--- config.mk ---
export PLATFORM = sky130hd
export DESIGN_NAME = wfg_stim_sine_top
export DESIGN_NICKNAME = d
export VERILOG_FILES = /design/src/hdl/wfg_stim_sine_pkg.sv /design/src/hdl/wfg_stim_sine_wishbone_reg.sv /design/src/hdl/wfg_stim_sine_ctrl.sv /design/src/hdl/wfg_stim_sine_cordic.sv /design/src/hdl/wfg_stim_sine_scale.sv /design/src/hdl/wfg_stim_sine_top.sv
export SDC_FILE = /design/constraint.sdc
export NUM_CORES = 1
export LEC_CHECK = 0
export ABC_CLOCK_PERIOD_IN_PS = 15900
export BUFFER_PORTS_ARGS = -buffer_cell sky130_fd_sc_hd__buf_2
export CELL_PAD_IN_SITES_DETAIL_PLACEMENT = 0
export CELL_PAD_IN_SITES_GLOBAL_PLACEMENT = 1
export CORE_MARGIN = 2
export CORE_UTILIZATION = 34
export CTS_CLUSTER_DIAMETER = 120
export DETAILED_ROUTE_END_ITERATION = 10
export PLACE_DENSITY_LB_ADDON = 0.3
export SLEW_MARGIN = 30
export SYNTH_ARGS = -nofsm -noshare
export SYNTH_HDL_FRONTEND = slang
export SYNTH_SLANG_ARGS = --single-unit
--- constraint.sdc ---
create_clock -name wb_clk_i -period 15.9 [get_ports wb_clk_i]
set_clock_uncertainty 0.2 [all_clocks]
set_input_delay 1.59 -clock wb_clk_i [delete_from_list [all_inputs] [get_ports wb_clk_i]]
set_output_delay 1.59 -clock wb_clk_i [all_outputs]
set_load 0.03 [all_outputs]
--- src/hdl/wfg_stim_sine_pkg.sv ---
/* sine stimulus shared definitions */
package wfg_stim_sine_pkg;

    // bus and datapath widths
    localparam int BUSW = 32;
    localparam int PHASE_W = 16;
    localparam int SINE_W = 16;
    localparam int GAIN_W = 16;
    localparam int GAIN_FRAC = 14;
    localparam int OUT_W = 18;

    // cordic geometry, angle lsb is one 2^20th of a turn
    localparam int CORDIC_ITER = 16;
    localparam int CORDIC_ITER_W = $clog2(CORDIC_ITER);
    localparam int CORDIC_GUARD = 4;
    localparam int CORDIC_XY_W = SINE_W + CORDIC_GUARD + 1;
    localparam int CORDIC_Z_W = PHASE_W + CORDIC_GUARD;

    // 32767 * K * 2^guard, with K the cordic gain of about 0.60725
    localparam logic signed [CORDIC_XY_W-1:0] CORDIC_X_INIT = 318366;
    localparam logic signed [CORDIC_XY_W-1:0] CORDIC_RND = 1 <<< (CORDIC_GUARD - 1);

    // signed limits
    localparam int SINE_MAX = 2 ** (SINE_W - 1) - 1;
    localparam int OUT_MAX = 2 ** (OUT_W - 1) - 1;
    localparam int OUT_MIN = -(2 ** (OUT_W - 1));

    typedef logic [PHASE_W-1:0] phase_t;
    typedef logic signed [SINE_W-1:0] sine_t;
    typedef logic [GAIN_W-1:0] gain_t;
    typedef logic signed [OUT_W-1:0] offset_t;
    typedef logic signed [OUT_W-1:0] stim_data_t;

    // register map
    localparam logic [BUSW-1:0] REG_CTRL_ADR = 32'h0;
    localparam logic [BUSW-1:0] REG_INC_ADR = 32'h4;
    localparam logic [BUSW-1:0] REG_GAIN_ADR = 32'h8;
    localparam logic [BUSW-1:0] REG_OFFSET_ADR = 32'hC;

    localparam phase_t INC_RESET = 16'h1000;
    // unity gain in unsigned q2.14
    localparam gain_t GAIN_RESET = 16'h4000;

    typedef enum logic [1:0] {
        IDLE,
        CALC,
        OUTPUT
    } ctrl_state_e;

endpackage

--- src/hdl/wfg_stim_sine_wishbone_reg.sv ---
/* sine stimulus wishbone registers */
`timescale 1ns/1ns

module wfg_stim_sine_wishbone_reg (
    // wishbone slave
    input  logic                                    wb_clk_i,
    input  logic                                    wb_rst_i,
    input  logic                                    wbs_stb_i,
    input  logic                                    wbs_cyc_i,
    input  logic                                    wbs_we_i,
    input  logic [wfg_stim_sine_pkg::BUSW/8-1:0]    wbs_sel_i,
    input  logic [wfg_stim_sine_pkg::BUSW-1:0]      wbs_dat_i,
    input  logic [wfg_stim_sine_pkg::BUSW-1:0]      wbs_adr_i,
    output logic                                    wbs_ack_o,
    output logic [wfg_stim_sine_pkg::BUSW-1:0]      wbs_dat_o,

    // register fields
    output logic                                    ctrl_en_q_o,
    output wfg_stim_sine_pkg::phase_t               inc_val_q_o,
    output wfg_stim_sine_pkg::gain_t                gain_val_q_o,
    output wfg_stim_sine_pkg::offset_t              offset_val_q_o
);

    import wfg_stim_sine_pkg::*;

    // field flops
    logic       ctrl_en_ff;
    phase_t     inc_val_ff;
    gain_t      gain_val_ff;
    offset_t    offset_val_ff;

    // qualified bus cycles
    logic       bus_stb;
    logic       bus_wr;

    assign bus_stb = wbs_stb_i && wbs_cyc_i;
    assign bus_wr = bus_stb && wbs_we_i;

    // byte lanes are not decoded
    // every write replaces the whole field
    always_ff @(posedge wb_clk_i) begin
        if (wb_rst_i) begin
            ctrl_en_ff    <= 1'b0;
            inc_val_ff    <= INC_RESET;
            gain_val_ff   <= GAIN_RESET;
            offset_val_ff <= '0;
        end else if (bus_wr) begin
            // only the field width is kept
            case (wbs_adr_i)
                REG_CTRL_ADR: begin
                    ctrl_en_ff <= wbs_dat_i[0];
                end
                REG_INC_ADR: begin
                    inc_val_ff <= wbs_dat_i[PHASE_W-1:0];
                end
                REG_GAIN_ADR: begin
                    gain_val_ff <= wbs_dat_i[GAIN_W-1:0];
                end
                REG_OFFSET_ADR: begin
                    offset_val_ff <= wbs_dat_i[OUT_W-1:0];
                end
                default: begin
                end
            endcase
        end
    end

    // read mux, straight from the address
    // upper bits zero, offset is not sign extended
    always_comb begin
        wbs_dat_o = '0;
        case (wbs_adr_i)
            REG_CTRL_ADR: begin
                wbs_dat_o[0] = ctrl_en_ff;
            end
            REG_INC_ADR: begin
                wbs_dat_o[PHASE_W-1:0] = inc_val_ff;
            end
            REG_GAIN_ADR: begin
                wbs_dat_o[GAIN_W-1:0] = gain_val_ff;
            end
            REG_OFFSET_ADR: begin
                wbs_dat_o[OUT_W-1:0] = offset_val_ff;
            end
            default: begin
                // unmapped reads as zero
                wbs_dat_o = '0;
            end
        endcase
    end

    // ack one cycle after each strobed cycle
    // master drops stb once it sees ack
    always_ff @(posedge wb_clk_i) begin
        if (wb_rst_i) begin
            wbs_ack_o <= 1'b0;
        end else begin
            wbs_ack_o <= bus_stb;
        end
    end

    // field outputs
    assign ctrl_en_q_o    = ctrl_en_ff;
    assign inc_val_q_o    = inc_val_ff;
    assign gain_val_q_o   = gain_val_ff;
    assign offset_val_q_o = offset_val_ff;

endmodule

--- src/hdl/wfg_stim_sine_ctrl.sv ---
/* sine stimulus sequencer */
`timescale 1ns/1ns

module wfg_stim_sine_ctrl (
    input  logic                        wb_clk_i,
    input  logic                        wb_rst_i,
    input  logic                        ctrl_en_i,
    input  wfg_stim_sine_pkg::phase_t   inc_val_i,
    input  logic                        cordic_done_i,
    input  logic                        wfg_stim_ready_i,
    output wfg_stim_sine_pkg::phase_t   phase_o,
    output logic                        cordic_start_o,
    output logic                        wfg_stim_valid_o
);

    import wfg_stim_sine_pkg::*;

    ctrl_state_e state_q;
    phase_t      phase_q;
    logic        start_q;
    logic        valid_q;

    // hand-off on the stream
    logic        xfer;

    assign xfer = valid_q && wfg_stim_ready_i;

    always_ff @(posedge wb_clk_i) begin
        if (wb_rst_i) begin
            state_q <= IDLE;
            phase_q <= '0;
            start_q <= 1'b0;
            valid_q <= 1'b0;
        end else begin
            // start is a single cycle pulse
            start_q <= 1'b0;
            if (!ctrl_en_i) begin
                // disabled, back to phase zero
                state_q <= IDLE;
                phase_q <= '0;
                valid_q <= 1'b0;
            end else begin
                case (state_q)
                    IDLE: begin
                        // first sample at the current phase
                        state_q <= CALC;
                        start_q <= 1'b1;
                    end
                    CALC: begin
                        // a done seen with a fresh start belongs to an aborted run
                        if (cordic_done_i && !start_q) begin
                            state_q <= OUTPUT;
                            valid_q <= 1'b1;
                        end
                    end
                    OUTPUT: begin
                        // hold until the sink takes it
                        if (xfer) begin
                            valid_q <= 1'b0;
                            phase_q <= phase_q + inc_val_i;
                            start_q <= 1'b1;
                            state_q <= CALC;
                        end
                    end
                    default: begin
                        state_q <= IDLE;
                    end
                endcase
            end
        end
    end

    assign phase_o = phase_q;
    assign cordic_start_o = start_q;
    assign wfg_stim_valid_o = valid_q;

endmodule

--- src/hdl/wfg_stim_sine_cordic.sv ---
/* iterative sine cordic */
`timescale 1ns/1ns

module wfg_stim_sine_cordic (
    input  logic                        wb_clk_i,
    input  logic                        wb_rst_i,
    input  logic                        start_i,
    input  wfg_stim_sine_pkg::phase_t   phase_i,
    output wfg_stim_sine_pkg::sine_t    sine_o,
    output logic                        done_o
);

    import wfg_stim_sine_pkg::*;

    // arctan(2^-i) in 2^20ths of a turn
    function automatic logic signed [CORDIC_Z_W-1:0] atan_lut(
        input logic [CORDIC_ITER_W-1:0] idx
    );
        case (idx)
            0:  return 131072;
            1:  return 77376;
            2:  return 40884;
            3:  return 20753;
            4:  return 10417;
            5:  return 5213;
            6:  return 2607;
            7:  return 1304;
            8:  return 652;
            9:  return 326;
            10: return 163;
            11: return 81;
            12: return 41;
            13: return 20;
            14: return 10;
            15: return 5;
        endcase
    endfunction

    // control
    logic                           busy_q;
    logic                           done_q;
    logic [CORDIC_ITER_W-1:0]       iter_q;

    // datapath
    logic signed [CORDIC_XY_W-1:0]  x_q;
    logic signed [CORDIC_XY_W-1:0]  y_q;
    logic signed [CORDIC_Z_W-1:0]   z_q;
    logic                           neg_q;
    logic signed [CORDIC_XY_W-1:0]  x_nxt;
    logic signed [CORDIC_XY_W-1:0]  y_nxt;
    logic signed [CORDIC_Z_W-1:0]   z_nxt;

    // quadrant fold
    phase_t                         half;
    phase_t                         fold;

    // output stage
    logic signed [CORDIC_XY_W-1:0]  y_rnd;
    sine_t                          y_sat;

    // lower half turn, then mirror about a quarter turn
    assign half = {1'b0, phase_i[PHASE_W-2:0]};
    assign fold = (half > phase_t'(2 ** (PHASE_W - 2))) ?
                  phase_t'(2 ** (PHASE_W - 1)) - half : half;

    // one rotation step, direction from the residual angle
    always_comb begin
        if (!z_q[CORDIC_Z_W-1]) begin
            x_nxt = x_q - (y_q >>> iter_q);
            y_nxt = y_q + (x_q >>> iter_q);
            z_nxt = z_q - atan_lut(iter_q);
        end else begin
            x_nxt = x_q + (y_q >>> iter_q);
            y_nxt = y_q - (x_q >>> iter_q);
            z_nxt = z_q + atan_lut(iter_q);
        end
    end

    always_ff @(posedge wb_clk_i) begin
        if (wb_rst_i) begin
            busy_q <= 1'b0;
            done_q <= 1'b0;
            iter_q <= '0;
        end else begin
            done_q <= 1'b0;
            if (start_i) begin
                // a new start aborts any run in progress
                busy_q <= 1'b1;
                iter_q <= '0;
            end else if (busy_q) begin
                iter_q <= iter_q + 1'b1;
                if (iter_q == CORDIC_ITER_W'(CORDIC_ITER - 1)) begin
                    busy_q <= 1'b0;
                    done_q <= 1'b1;
                end
            end
        end
    end

    // vector registers
    always_ff @(posedge wb_clk_i) begin
        if (start_i) begin
            x_q   <= CORDIC_X_INIT;
            y_q   <= '0;
            z_q   <= {fold, {CORDIC_GUARD{1'b0}}};
            // second half turn gives a negative sine
            neg_q <= phase_i[PHASE_W-1];
        end else if (busy_q) begin
            x_q <= x_nxt;
            y_q <= y_nxt;
            z_q <= z_nxt;
        end
    end

    // drop guard bits with rounding, clamp to full scale
    always_comb begin
        y_rnd = (y_q + CORDIC_RND) >>> CORDIC_GUARD;
        if (y_rnd > SINE_MAX) begin
            y_sat = sine_t'(SINE_MAX);
        end else if (y_rnd < -SINE_MAX) begin
            y_sat = sine_t'(-SINE_MAX);
        end else begin
            y_sat = sine_t'(y_rnd);
        end
    end

    assign sine_o = neg_q ? -y_sat : y_sat;
    assign done_o = done_q;

endmodule

--- src/hdl/wfg_stim_sine_scale.sv ---
/* sine gain and offset stage */
`timescale 1ns/1ns

module wfg_stim_sine_scale (
    input  logic                            wb_clk_i,
    input  logic                            wb_rst_i,
    input  logic                            load_i,
    input  wfg_stim_sine_pkg::sine_t        sine_i,
    input  wfg_stim_sine_pkg::gain_t        gain_i,
    input  wfg_stim_sine_pkg::offset_t      offset_i,
    output wfg_stim_sine_pkg::stim_data_t   data_o
);

    import wfg_stim_sine_pkg::*;

    // full product of signed sine and unsigned gain
    logic signed [SINE_W+GAIN_W:0]  prod;
    // two spare bits above the output range
    logic signed [OUT_W+1:0]        scaled;
    logic signed [OUT_W+1:0]        sum;
    stim_data_t                     sat;
    stim_data_t                     data_q;

    always_comb begin
        // gain zero-extended so it multiplies as signed
        prod = sine_i * $signed({1'b0, gain_i});
        // back from q2.14
        scaled = (OUT_W + 2)'(prod >>> GAIN_FRAC);
        sum = scaled + offset_i;
        // clip into the 18-bit signed range
        if (sum > OUT_MAX) begin
            sat = stim_data_t'(OUT_MAX);
        end else if (sum < OUT_MIN) begin
            sat = stim_data_t'(OUT_MIN);
        end else begin
            sat = stim_data_t'(sum);
        end
    end

    // sample register, loaded once per cordic result
    always_ff @(posedge wb_clk_i) begin
        if (wb_rst_i) begin
            data_q <= '0;
        end else if (load_i) begin
            data_q <= sat;
        end
    end

    assign data_o = data_q;

endmodule

--- src/hdl/wfg_stim_sine_top.sv ---
/* sine stimulus generator */
`timescale 1ns/1ns

module wfg_stim_sine_top (
    input  logic                                    wb_clk_i,
    input  logic                                    wb_rst_i,

    // wishbone slave
    input  logic                                    wbs_stb_i,
    input  logic                                    wbs_cyc_i,
    input  logic                                    wbs_we_i,
    input  logic [wfg_stim_sine_pkg::BUSW/8-1:0]    wbs_sel_i,
    input  logic [wfg_stim_sine_pkg::BUSW-1:0]      wbs_dat_i,
    input  logic [wfg_stim_sine_pkg::BUSW-1:0]      wbs_adr_i,
    output logic                                    wbs_ack_o,
    output logic [wfg_stim_sine_pkg::BUSW-1:0]      wbs_dat_o,

    // stimulus stream
    input  logic                                    wfg_stim_ready_i,
    output logic                                    wfg_stim_valid_o,
    output wfg_stim_sine_pkg::stim_data_t           wfg_stim_data_o
);

    import wfg_stim_sine_pkg::*;

    // register fields
    logic       ctrl_en;
    phase_t     inc_val;
    gain_t      gain_val;
    offset_t    offset_val;

    // sequencer to cordic
    phase_t     phase;
    logic       cordic_start;

    // cordic to scaler and sequencer
    sine_t      sine;
    logic       cordic_done;

    wfg_stim_sine_wishbone_reg u_regs (
        .wb_clk_i       (wb_clk_i),
        .wb_rst_i       (wb_rst_i),
        .wbs_stb_i      (wbs_stb_i),
        .wbs_cyc_i      (wbs_cyc_i),
        .wbs_we_i       (wbs_we_i),
        .wbs_sel_i      (wbs_sel_i),
        .wbs_dat_i      (wbs_dat_i),
        .wbs_adr_i      (wbs_adr_i),
        .wbs_ack_o      (wbs_ack_o),
        .wbs_dat_o      (wbs_dat_o),
        .ctrl_en_q_o    (ctrl_en),
        .inc_val_q_o    (inc_val),
        .gain_val_q_o   (gain_val),
        .offset_val_q_o (offset_val)
    );

    wfg_stim_sine_ctrl u_ctrl (
        .wb_clk_i         (wb_clk_i),
        .wb_rst_i         (wb_rst_i),
        .ctrl_en_i        (ctrl_en),
        .inc_val_i        (inc_val),
        .cordic_done_i    (cordic_done),
        .wfg_stim_ready_i (wfg_stim_ready_i),
        .phase_o          (phase),
        .cordic_start_o   (cordic_start),
        .wfg_stim_valid_o (wfg_stim_valid_o)
    );

    wfg_stim_sine_cordic u_cordic (
        .wb_clk_i (wb_clk_i),
        .wb_rst_i (wb_rst_i),
        .start_i  (cordic_start),
        .phase_i  (phase),
        .sine_o   (sine),
        .done_o   (cordic_done)
    );

    // sample lands one cycle after done, with valid
    wfg_stim_sine_scale u_scale (
        .wb_clk_i (wb_clk_i),
        .wb_rst_i (wb_rst_i),
        .load_i   (cordic_done),
        .sine_i   (sine),
        .gain_i   (gain_val),
        .offset_i (offset_val),
        .data_o   (wfg_stim_data_o)
    );

endmodule

==> results_dict.tcl, run 1 <==
set metrics [dict create \
    outcome "completed" \
    cpPeakStageDelay_ps 640 \
    io_pins 126 \
    endpoint_kind "flip-flop" \
    wl_per_cell_um 17.8 \
    rr_startpoint "u_cordic.y_q[4]" \
    min_from "u_regs.gain_val_q_o[7]" \
    yosys_warnings 0 \
    worstSetupPathType "flip-flop to flip-flop" \
    hp-class "flip-flop to flip-flop" \
    die-area_sq_um 73600 \
    dp_worst_setup_slack_ps 2930 \
    syn2layout_area_growth_pct 7.76 \
    fin_util 0.368 \
    required_ps 16020 \
    clock.fmax_mhz 76.6 \
    firstDrtPassIters 5 \
    drive_above_1_share 0.0942 \
    cts_tree "done" \
    cts-hold-fix-buffers 0 \
    cts_buffers 17 \
    ys_seq_area_frac 0.153 \
    worstHoldEndpoint "u_regs.gain_val_q_o[7]" \
    reg2reg_to "u_scale.data_o[13]" \
    synth_seq_cells 177 \
    synthFlopType "dfxtp_1" \
    drt-initial-drc-count 1181 \
    maxCapViolCount 0 \
    r2r_cells 43 \
    path_clk_slew_ps 90 \
    rsz0062_at_grt "no" \
    groute.usage.overall 0.189 \
    power_density_nw_per_um2 155 \
    rows 98 \
    final-setup-viol-count 0 \
    vias 20600 \
    antenna_found_initial 3 \
    floorplan.initialDensity 0.342 \
    hold_viol_final 0 \
    die_width_um 271 \
    htreeDepth 4 \
    grt_pass1_wl_um 112000 \
    root_buffer "clkbuf_16" \
    vdd_drop_max_mv 0.137 \
    start_kind "flip-flop" \
    clock_tree.buffer_depth 2 \
    min_period_ps 13050 \
    detailed_place.area_sq_um 25500 \
    tightest_slew_ps 987 \
    syn_area_per_cell_sq_um 8.26 \
    cpMostUsedCell "fa_1" \
    p_leak_nw 11.7 \
    crit_slowest_cell "nand2_1" \
    place_hpwl_um 52500 \
    core_area_sq_um 71100 \
    synth_area_sq_um 24300 \
    grt_pass1_vias 20400 \
    drv_slew 0 \
    place_congestion 0.860 \
    post_cts_resize_count 0 \
    synth_cells 2942 \
    relSlewSlack 0.341 \
    min_delay_path_depth 2 \
    worst_slack_ps 2850 \
    critPathArrivalTime_ps 13170 \
    reg2reg_slack_ps 2850 \
    cp_max_fo 16 \
    grt_start_max_net_pins 75 \
    routed_wl_um 69600 \
    viasPerCell 5.26 \
    post-route-period-util 0.821 \
    route.detailed.drc 0 \
    fin_setup_tns_ps 0 \
    ant_nets 0 \
    synth_edf_count 17 \
    overflow 0 \
    ys_types 100 \
    clock-sinks 177 \
    die_height_um 271 \
    port-buffer-count 93 \
    fin_nets 3449 \
    async_reset_ff_frac 0 \
    postCtsSetupRepairBufs 0 \
    fin_area_sq_um 26200 \
    insertion_delay_ps 470 \
]
[cell families (layout without fill, tap and decap cells)]
group / after synthesis / count (layout) / synth area share
other: 1 / 15 / 0.000154
and+or+nand+nor: 1019 / 1019 / 0.199
muxes: 113 / 113 / 0.0725
DFF: 177 / 177 / 0.153
buffers and inverters: 474 / 481 / 0.0831
AOI/OAI and AO/OA: 545 / 545 / 0.144
adders and majority gates: 429 / 429 / 0.282
xor gates and xnor gates: 184 / 184 / 0.0663
[placed cells by master (no fill, tap or decap), types with 36 or more instances in the layout]
cell and n:
o21ai_0 105, mux2i_1 36, nor2_1 220, inv_1 312, dfxtp_1 157, nor3_1 58, xor2_1 76, buf_4 38
nand2_1 376, nand3_1 42, fa_1 198, xnor2_1 104, a21oi_1 193, and2_1 134, buf_2 93, ha_1 228
[per-stage QoR]
stage	power (W)	std cells	hold slack [ps]
final	0.00407	3913	270
after global routing	0.00448	3912	291
after global placement	0.00354	3880	255
after floorplan	0.00287	2955	229
after CTS	0.00408	3912	273
after detailed placement	0.00358	3880	257
[worst max path at each step]
stage / start / to / slack, ps / cells past startpoint
floorplan: u_cordic.y_q[4] / u_scale.data_o[10] / 4920 / 48
global placement: u_cordic.y_q[4] / u_scale.data_o[16] / 3060 / 43
detailed placement: u_cordic.y_q[3] / u_scale.data_o[15] / 2930 / 39
CTS: u_cordic.y_q[4] / u_scale.data_o[13] / 2940 / 39
global route: u_cordic.y_q[4] / u_scale.data_o[4] / 2080 / 43
finish: u_cordic.y_q[4] / u_scale.data_o[13] / 2850 / 43
[area by class of cell]
class / count / area [sq um]
diodes: 1 / 2.50
clock buffers: 17 / 425
clock inverters: 15 / 213
fillers: 7446 / 44900
inverters: 318 / 1190
multi-input cells: 2304 / 18700
flip-flops and latches: 177 / 3720
well taps: 950 / 1190
repair buffers: 131 / 751
[power breakdown]
part	leakage, nW	internal (W)	switching (W)
clock	0.309	0.000222	0.000244
combinational	9.93	0.00125	0.00174
sequential	1.46	0.000493	0.000118
total	11.7	0.00197	0.00210
[worst max-delay path: cells and delay by family, from the launching register on]
family          cells  cell delay [ps]
xor+xnor            1              160
buf+inv             5              260
fa+ha+maj           9             4260
mux                 1              180
flops               1              560
simple gates       11             2920
compound gates     16             4360
[Yosys cell counts (7+ instances only)]
| master | instances | area, sq um |
|---|---|---|
| a211oi_1 | 28 | 210 |
| xnor2_1 | 107 | 937 |
| buf_1 | 10 | 37.5 |
| edfxtp_1 | 17 | 510 |
| and2_1 | 134 | 838 |
| a41oi_1 | 9 | 78.8 |
| a31oi_1 | 17 | 106 |
| buf_4 | 22 | 165 |
| nand2_1 | 376 | 1410 |
| inv_1 | 313 | 1170 |
| a21o_1 | 23 | 173 |
| nor3_1 | 59 | 295 |
| or3_1 | 19 | 119 |
| nor4_1 | 19 | 119 |
| or2_2 | 22 | 138 |
| buf_2 | 15 | 75.1 |
| o31ai_1 | 18 | 135 |
| o21a_1 | 16 | 120 |
| mux4_2 | 22 | 495 |
| nand4_1 | 14 | 87.6 |
| mux2_2 | 34 | 383 |
| buf_6 | 12 | 135 |
| a21boi_0 | 12 | 90.1 |
| o21ai_0 | 105 | 526 |
| a31o_2 | 7 | 61.3 |
| dfxtp_1 | 160 | 3200 |
| nor3b_1 | 7 | 52.6 |
| a211o_1 | 11 | 96.3 |
| mux4_1 | 18 | 473 |
| fa_1 | 198 | 3960 |
| mux2i_1 | 36 | 360 |
| nand2b_1 | 30 | 188 |
| clkbuf_1 | 92 | 345 |
| nor2_1 | 221 | 830 |
| nor2b_1 | 21 | 131 |
| o211ai_1 | 10 | 75.1 |
| a21oi_1 | 193 | 966 |
| nand3_1 | 42 | 210 |
| and3_1 | 25 | 156 |
| o21bai_1 | 12 | 90.1 |
| xor2_1 | 77 | 674 |
| a22oi_1 | 15 | 113 |
| ha_1 | 228 | 2850 |
[metal layers]
layer,GRT usage,vias up,share of wire
met1,0.264,10000,0.48
met3,0.0280,74,0.049
met2,0.308,505,0.46
met5,0,-,0.00023
met4,0.0398,4,0.018
li1,-,9943,-
No activity file was read; power rests on OpenSTA's default activity.
==> inputs of run 2 (changes only) <==
ABC_AREA = 1   (was not set)
ABC_CLOCK_PERIOD_IN_PS = 12410   (was 15900)
clock period = 12.41 ns   (was 15.9 ns; I/O delays follow)
==> results_dict.tcl, run 2 <==
set metrics [dict create \
    critPathArrivalTime_ps 11650 \
    synth_area_sq_um 23700 \
    rows 96 \
    tightest_slew_ps 924 \
    htreeDepth 4 \
    relSlewSlack 0.383 \
    io_pins 126 \
    async_reset_ff_frac 0 \
    clock-sinks 177 \
    syn_area_per_cell_sq_um 6.95 \
    clock.fmax_mhz 87.5 \
    synth_edf_count 17 \
    drt-initial-drc-count 1367 \
    die_width_um 268 \
    die-area_sq_um 71800 \
    ant_nets 0 \
    final-setup-viol-count 0 \
    overflow 0 \
    synthFlopType "dfxtp_1" \
    outcome "completed" \
    path_clk_slew_ps 80 \
    detailed_place.area_sq_um 25000 \
    fin_nets 3927 \
    synthDominantCellAreaShare 0.167 \
    place_congestion 0.869 \
    grt_pass1_vias 21200 \
    crit_slowest_cell "fa_1" \
    start_kind "flip-flop" \
    root_buffer "clkbuf_16" \
    fin_setup_tns_ps 0 \
    cpMostUsedCell "nand2_1" \
    port-buffer-count 93 \
    firstDrtPassIters 5 \
    rsz0062_at_grt "no" \
    maxCapViolCount 0 \
    place_hpwl_um 59500 \
    cts-hold-fix-buffers 0 \
    synth_area_leaders "fa_1, dfxtp_1, ha_1" \
    wl_per_cell_um 16.7 \
    drv_slew 0 \
    fin_area_sq_um 25600 \
    grt_pass1_wl_um 117000 \
    seqCellArea_sq_um 3710 \
    fillers 7645 \
    core_area_sq_um 68700 \
    ys_types 62 \
    min_period_ps 11430 \
    antenna_found_initial 0 \
    synth_cells 3404 \
    worstSetupPathType "flip-flop to flip-flop" \
    floorplan.initialDensity 0.345 \
    die_height_um 268 \
    ys_seq_area_frac 0.157 \
    grt_start_max_net_pins 83 \
    syn2layout_area_growth_pct 8.02 \
    cpPeakStageDelay_ps 550 \
    groute.usage.overall 0.209 \
    cts_buffers 17 \
    clock_tree.buffer_depth 2 \
    hold_viol_final 0 \
    insertion_delay_ps 490 \
    num_antenna_cells 0 \
    final_common_cell "nand2_1" \
    endpoint_kind "flip-flop" \
    synthMostInstantiatedCell "nand2_1" \
    power_density_nw_per_um2 224 \
    cp.buffers_inverters 8 \
    route.detailed.drc 0 \
    viasPerCell 4.98 \
    hp-class "flip-flop to flip-flop" \
    synth_seq_cells 177 \
    final_cell_mix "nand2_1, inv_1, nor2_1" \
    vdd_drop_max_mv 0.203 \
    yosys_warnings 0 \
    vias 21800 \
    cts_tree "done" \
    p_leak_nw 12.7 \
    routed_wl_um 73100 \
    synth_top_area_cell "fa_1" \
    post-route-period-util 0.921 \
    required_ps 12630 \
    multi_input_area_sq_um 17200 \
    drive_above_1_share 0.0610 \
    synthTopCellsByCount "nand2_1, inv_1, nor2_1" \
    crit_family "adder cells" \
    cp_max_fo 13 \
]
==> run 2: cell count changes after synthesis, sizes merged, moves of 29 or more <==
cell	before	now
nor2	222	316
mux4	40	0
inv	315	575
and2	134	2
o211ai	10	41
nand2	376	690
o21ai	112	296
mux2i	37	8
nand2b	30	0
nand3	42	113
mux2	36	0
xnor2	107	40
a21oi	195	240
==> run 2: cell families (layout without fill, tap and decap cells) <==
kind of cell,Yosys count,after routing,share of synthesized area
and+or+nand+nor,1233,1233,0.217
buffers and inverters,713,736,0.118
AOI/OAI and AO/OA,709,709,0.166
adders and majority gates,426,426,0.288
DFF,177,177,0.157
xor gates and xnor gates,137,137,0.0510
muxes,8,8,0.00338
other,1,14,0.000158
==> run 2: path summary, 6_finish.rpt <==
path         depth (start not counted)                  to               start  slack [ps]
max reg2reg                         46  u_scale.data_o[11]     u_cordic.y_q[5]         980
min reg2reg                          0      u_cordic.neg_q  u_ctrl.phase_o[15]         230
min                                  0      u_cordic.neg_q  u_ctrl.phase_o[15]         230
max                                 46  u_scale.data_o[11]     u_cordic.y_q[5]         980
==> run 2: metal layers <==
metal | GRT usage | up-vias | part of all wire
met5 | 0 | - | 0
met4 | 0.0467 | 0 | 0.016
met3 | 0.0220 | 58 | 0.036
met2 | 0.341 | 401 | 0.46
met1 | 0.298 | 10300 | 0.49
li1 | - | 11100 | -
==> run 2: repair_timing <==
action	CTS	global route
gates resized for setup	0	2
setup endpoints to repair	0	17
buffers inserted	0	0
==> run 2: cell type report <==
| class | count | area share |
|---|---|---|
| clock inverters | 13 | 0.00519 |
| flip-flops and latches | 177 | 0.145 |
| clock buffers | 19 | 0.0178 |
| repair buffers | 118 | 0.0255 |
| multi-input cells | 2527 | 0.674 |
| inverters | 586 | 0.0864 |
| well taps | 931 | 0.0456 |
==> run 2: metrics by stage <==
step	util	hold slack, ps	std cells	setup WS (ps)	power (W)
2_1_floorplan	-	208	3417	2420	0.00393
3_3_place_gp	0.363	216	4339	797	0.00517
3_5_place_dp	0.363	218	4339	987	0.00514
4_1_cts	0.372	237	4371	963	0.00575
5_1_grt	0.372	257	4371	151	0.00636
6_report	0.372	233	4371	985	0.00573
==> run 2: worst reg2reg max path: cells and delay by family (launching register included) <==
| family | cells | cell delay (ps) |
|---|---|---|
| adder cells (fa/ha/maj) | 9 | 3980 |
| AND/OR/NAND/NOR | 20 | 3320 |
| AO/OA/AOI/OAI | 7 | 1710 |
| buffers and inverters | 8 | 1160 |
| flip-flops | 1 | 510 |
| XOR/XNOR | 2 | 500 |
==> run 2: report_power, final <==
part / total [W] / switching, W / internal (W)
registers: 0.000746 / 0.000102 / 0.000644
clock network: 0.000559 / 0.000280 / 0.000279
logic: 0.00442 / 0.00293 / 0.00149
total: 0.00573 / 0.00332 / 0.00241
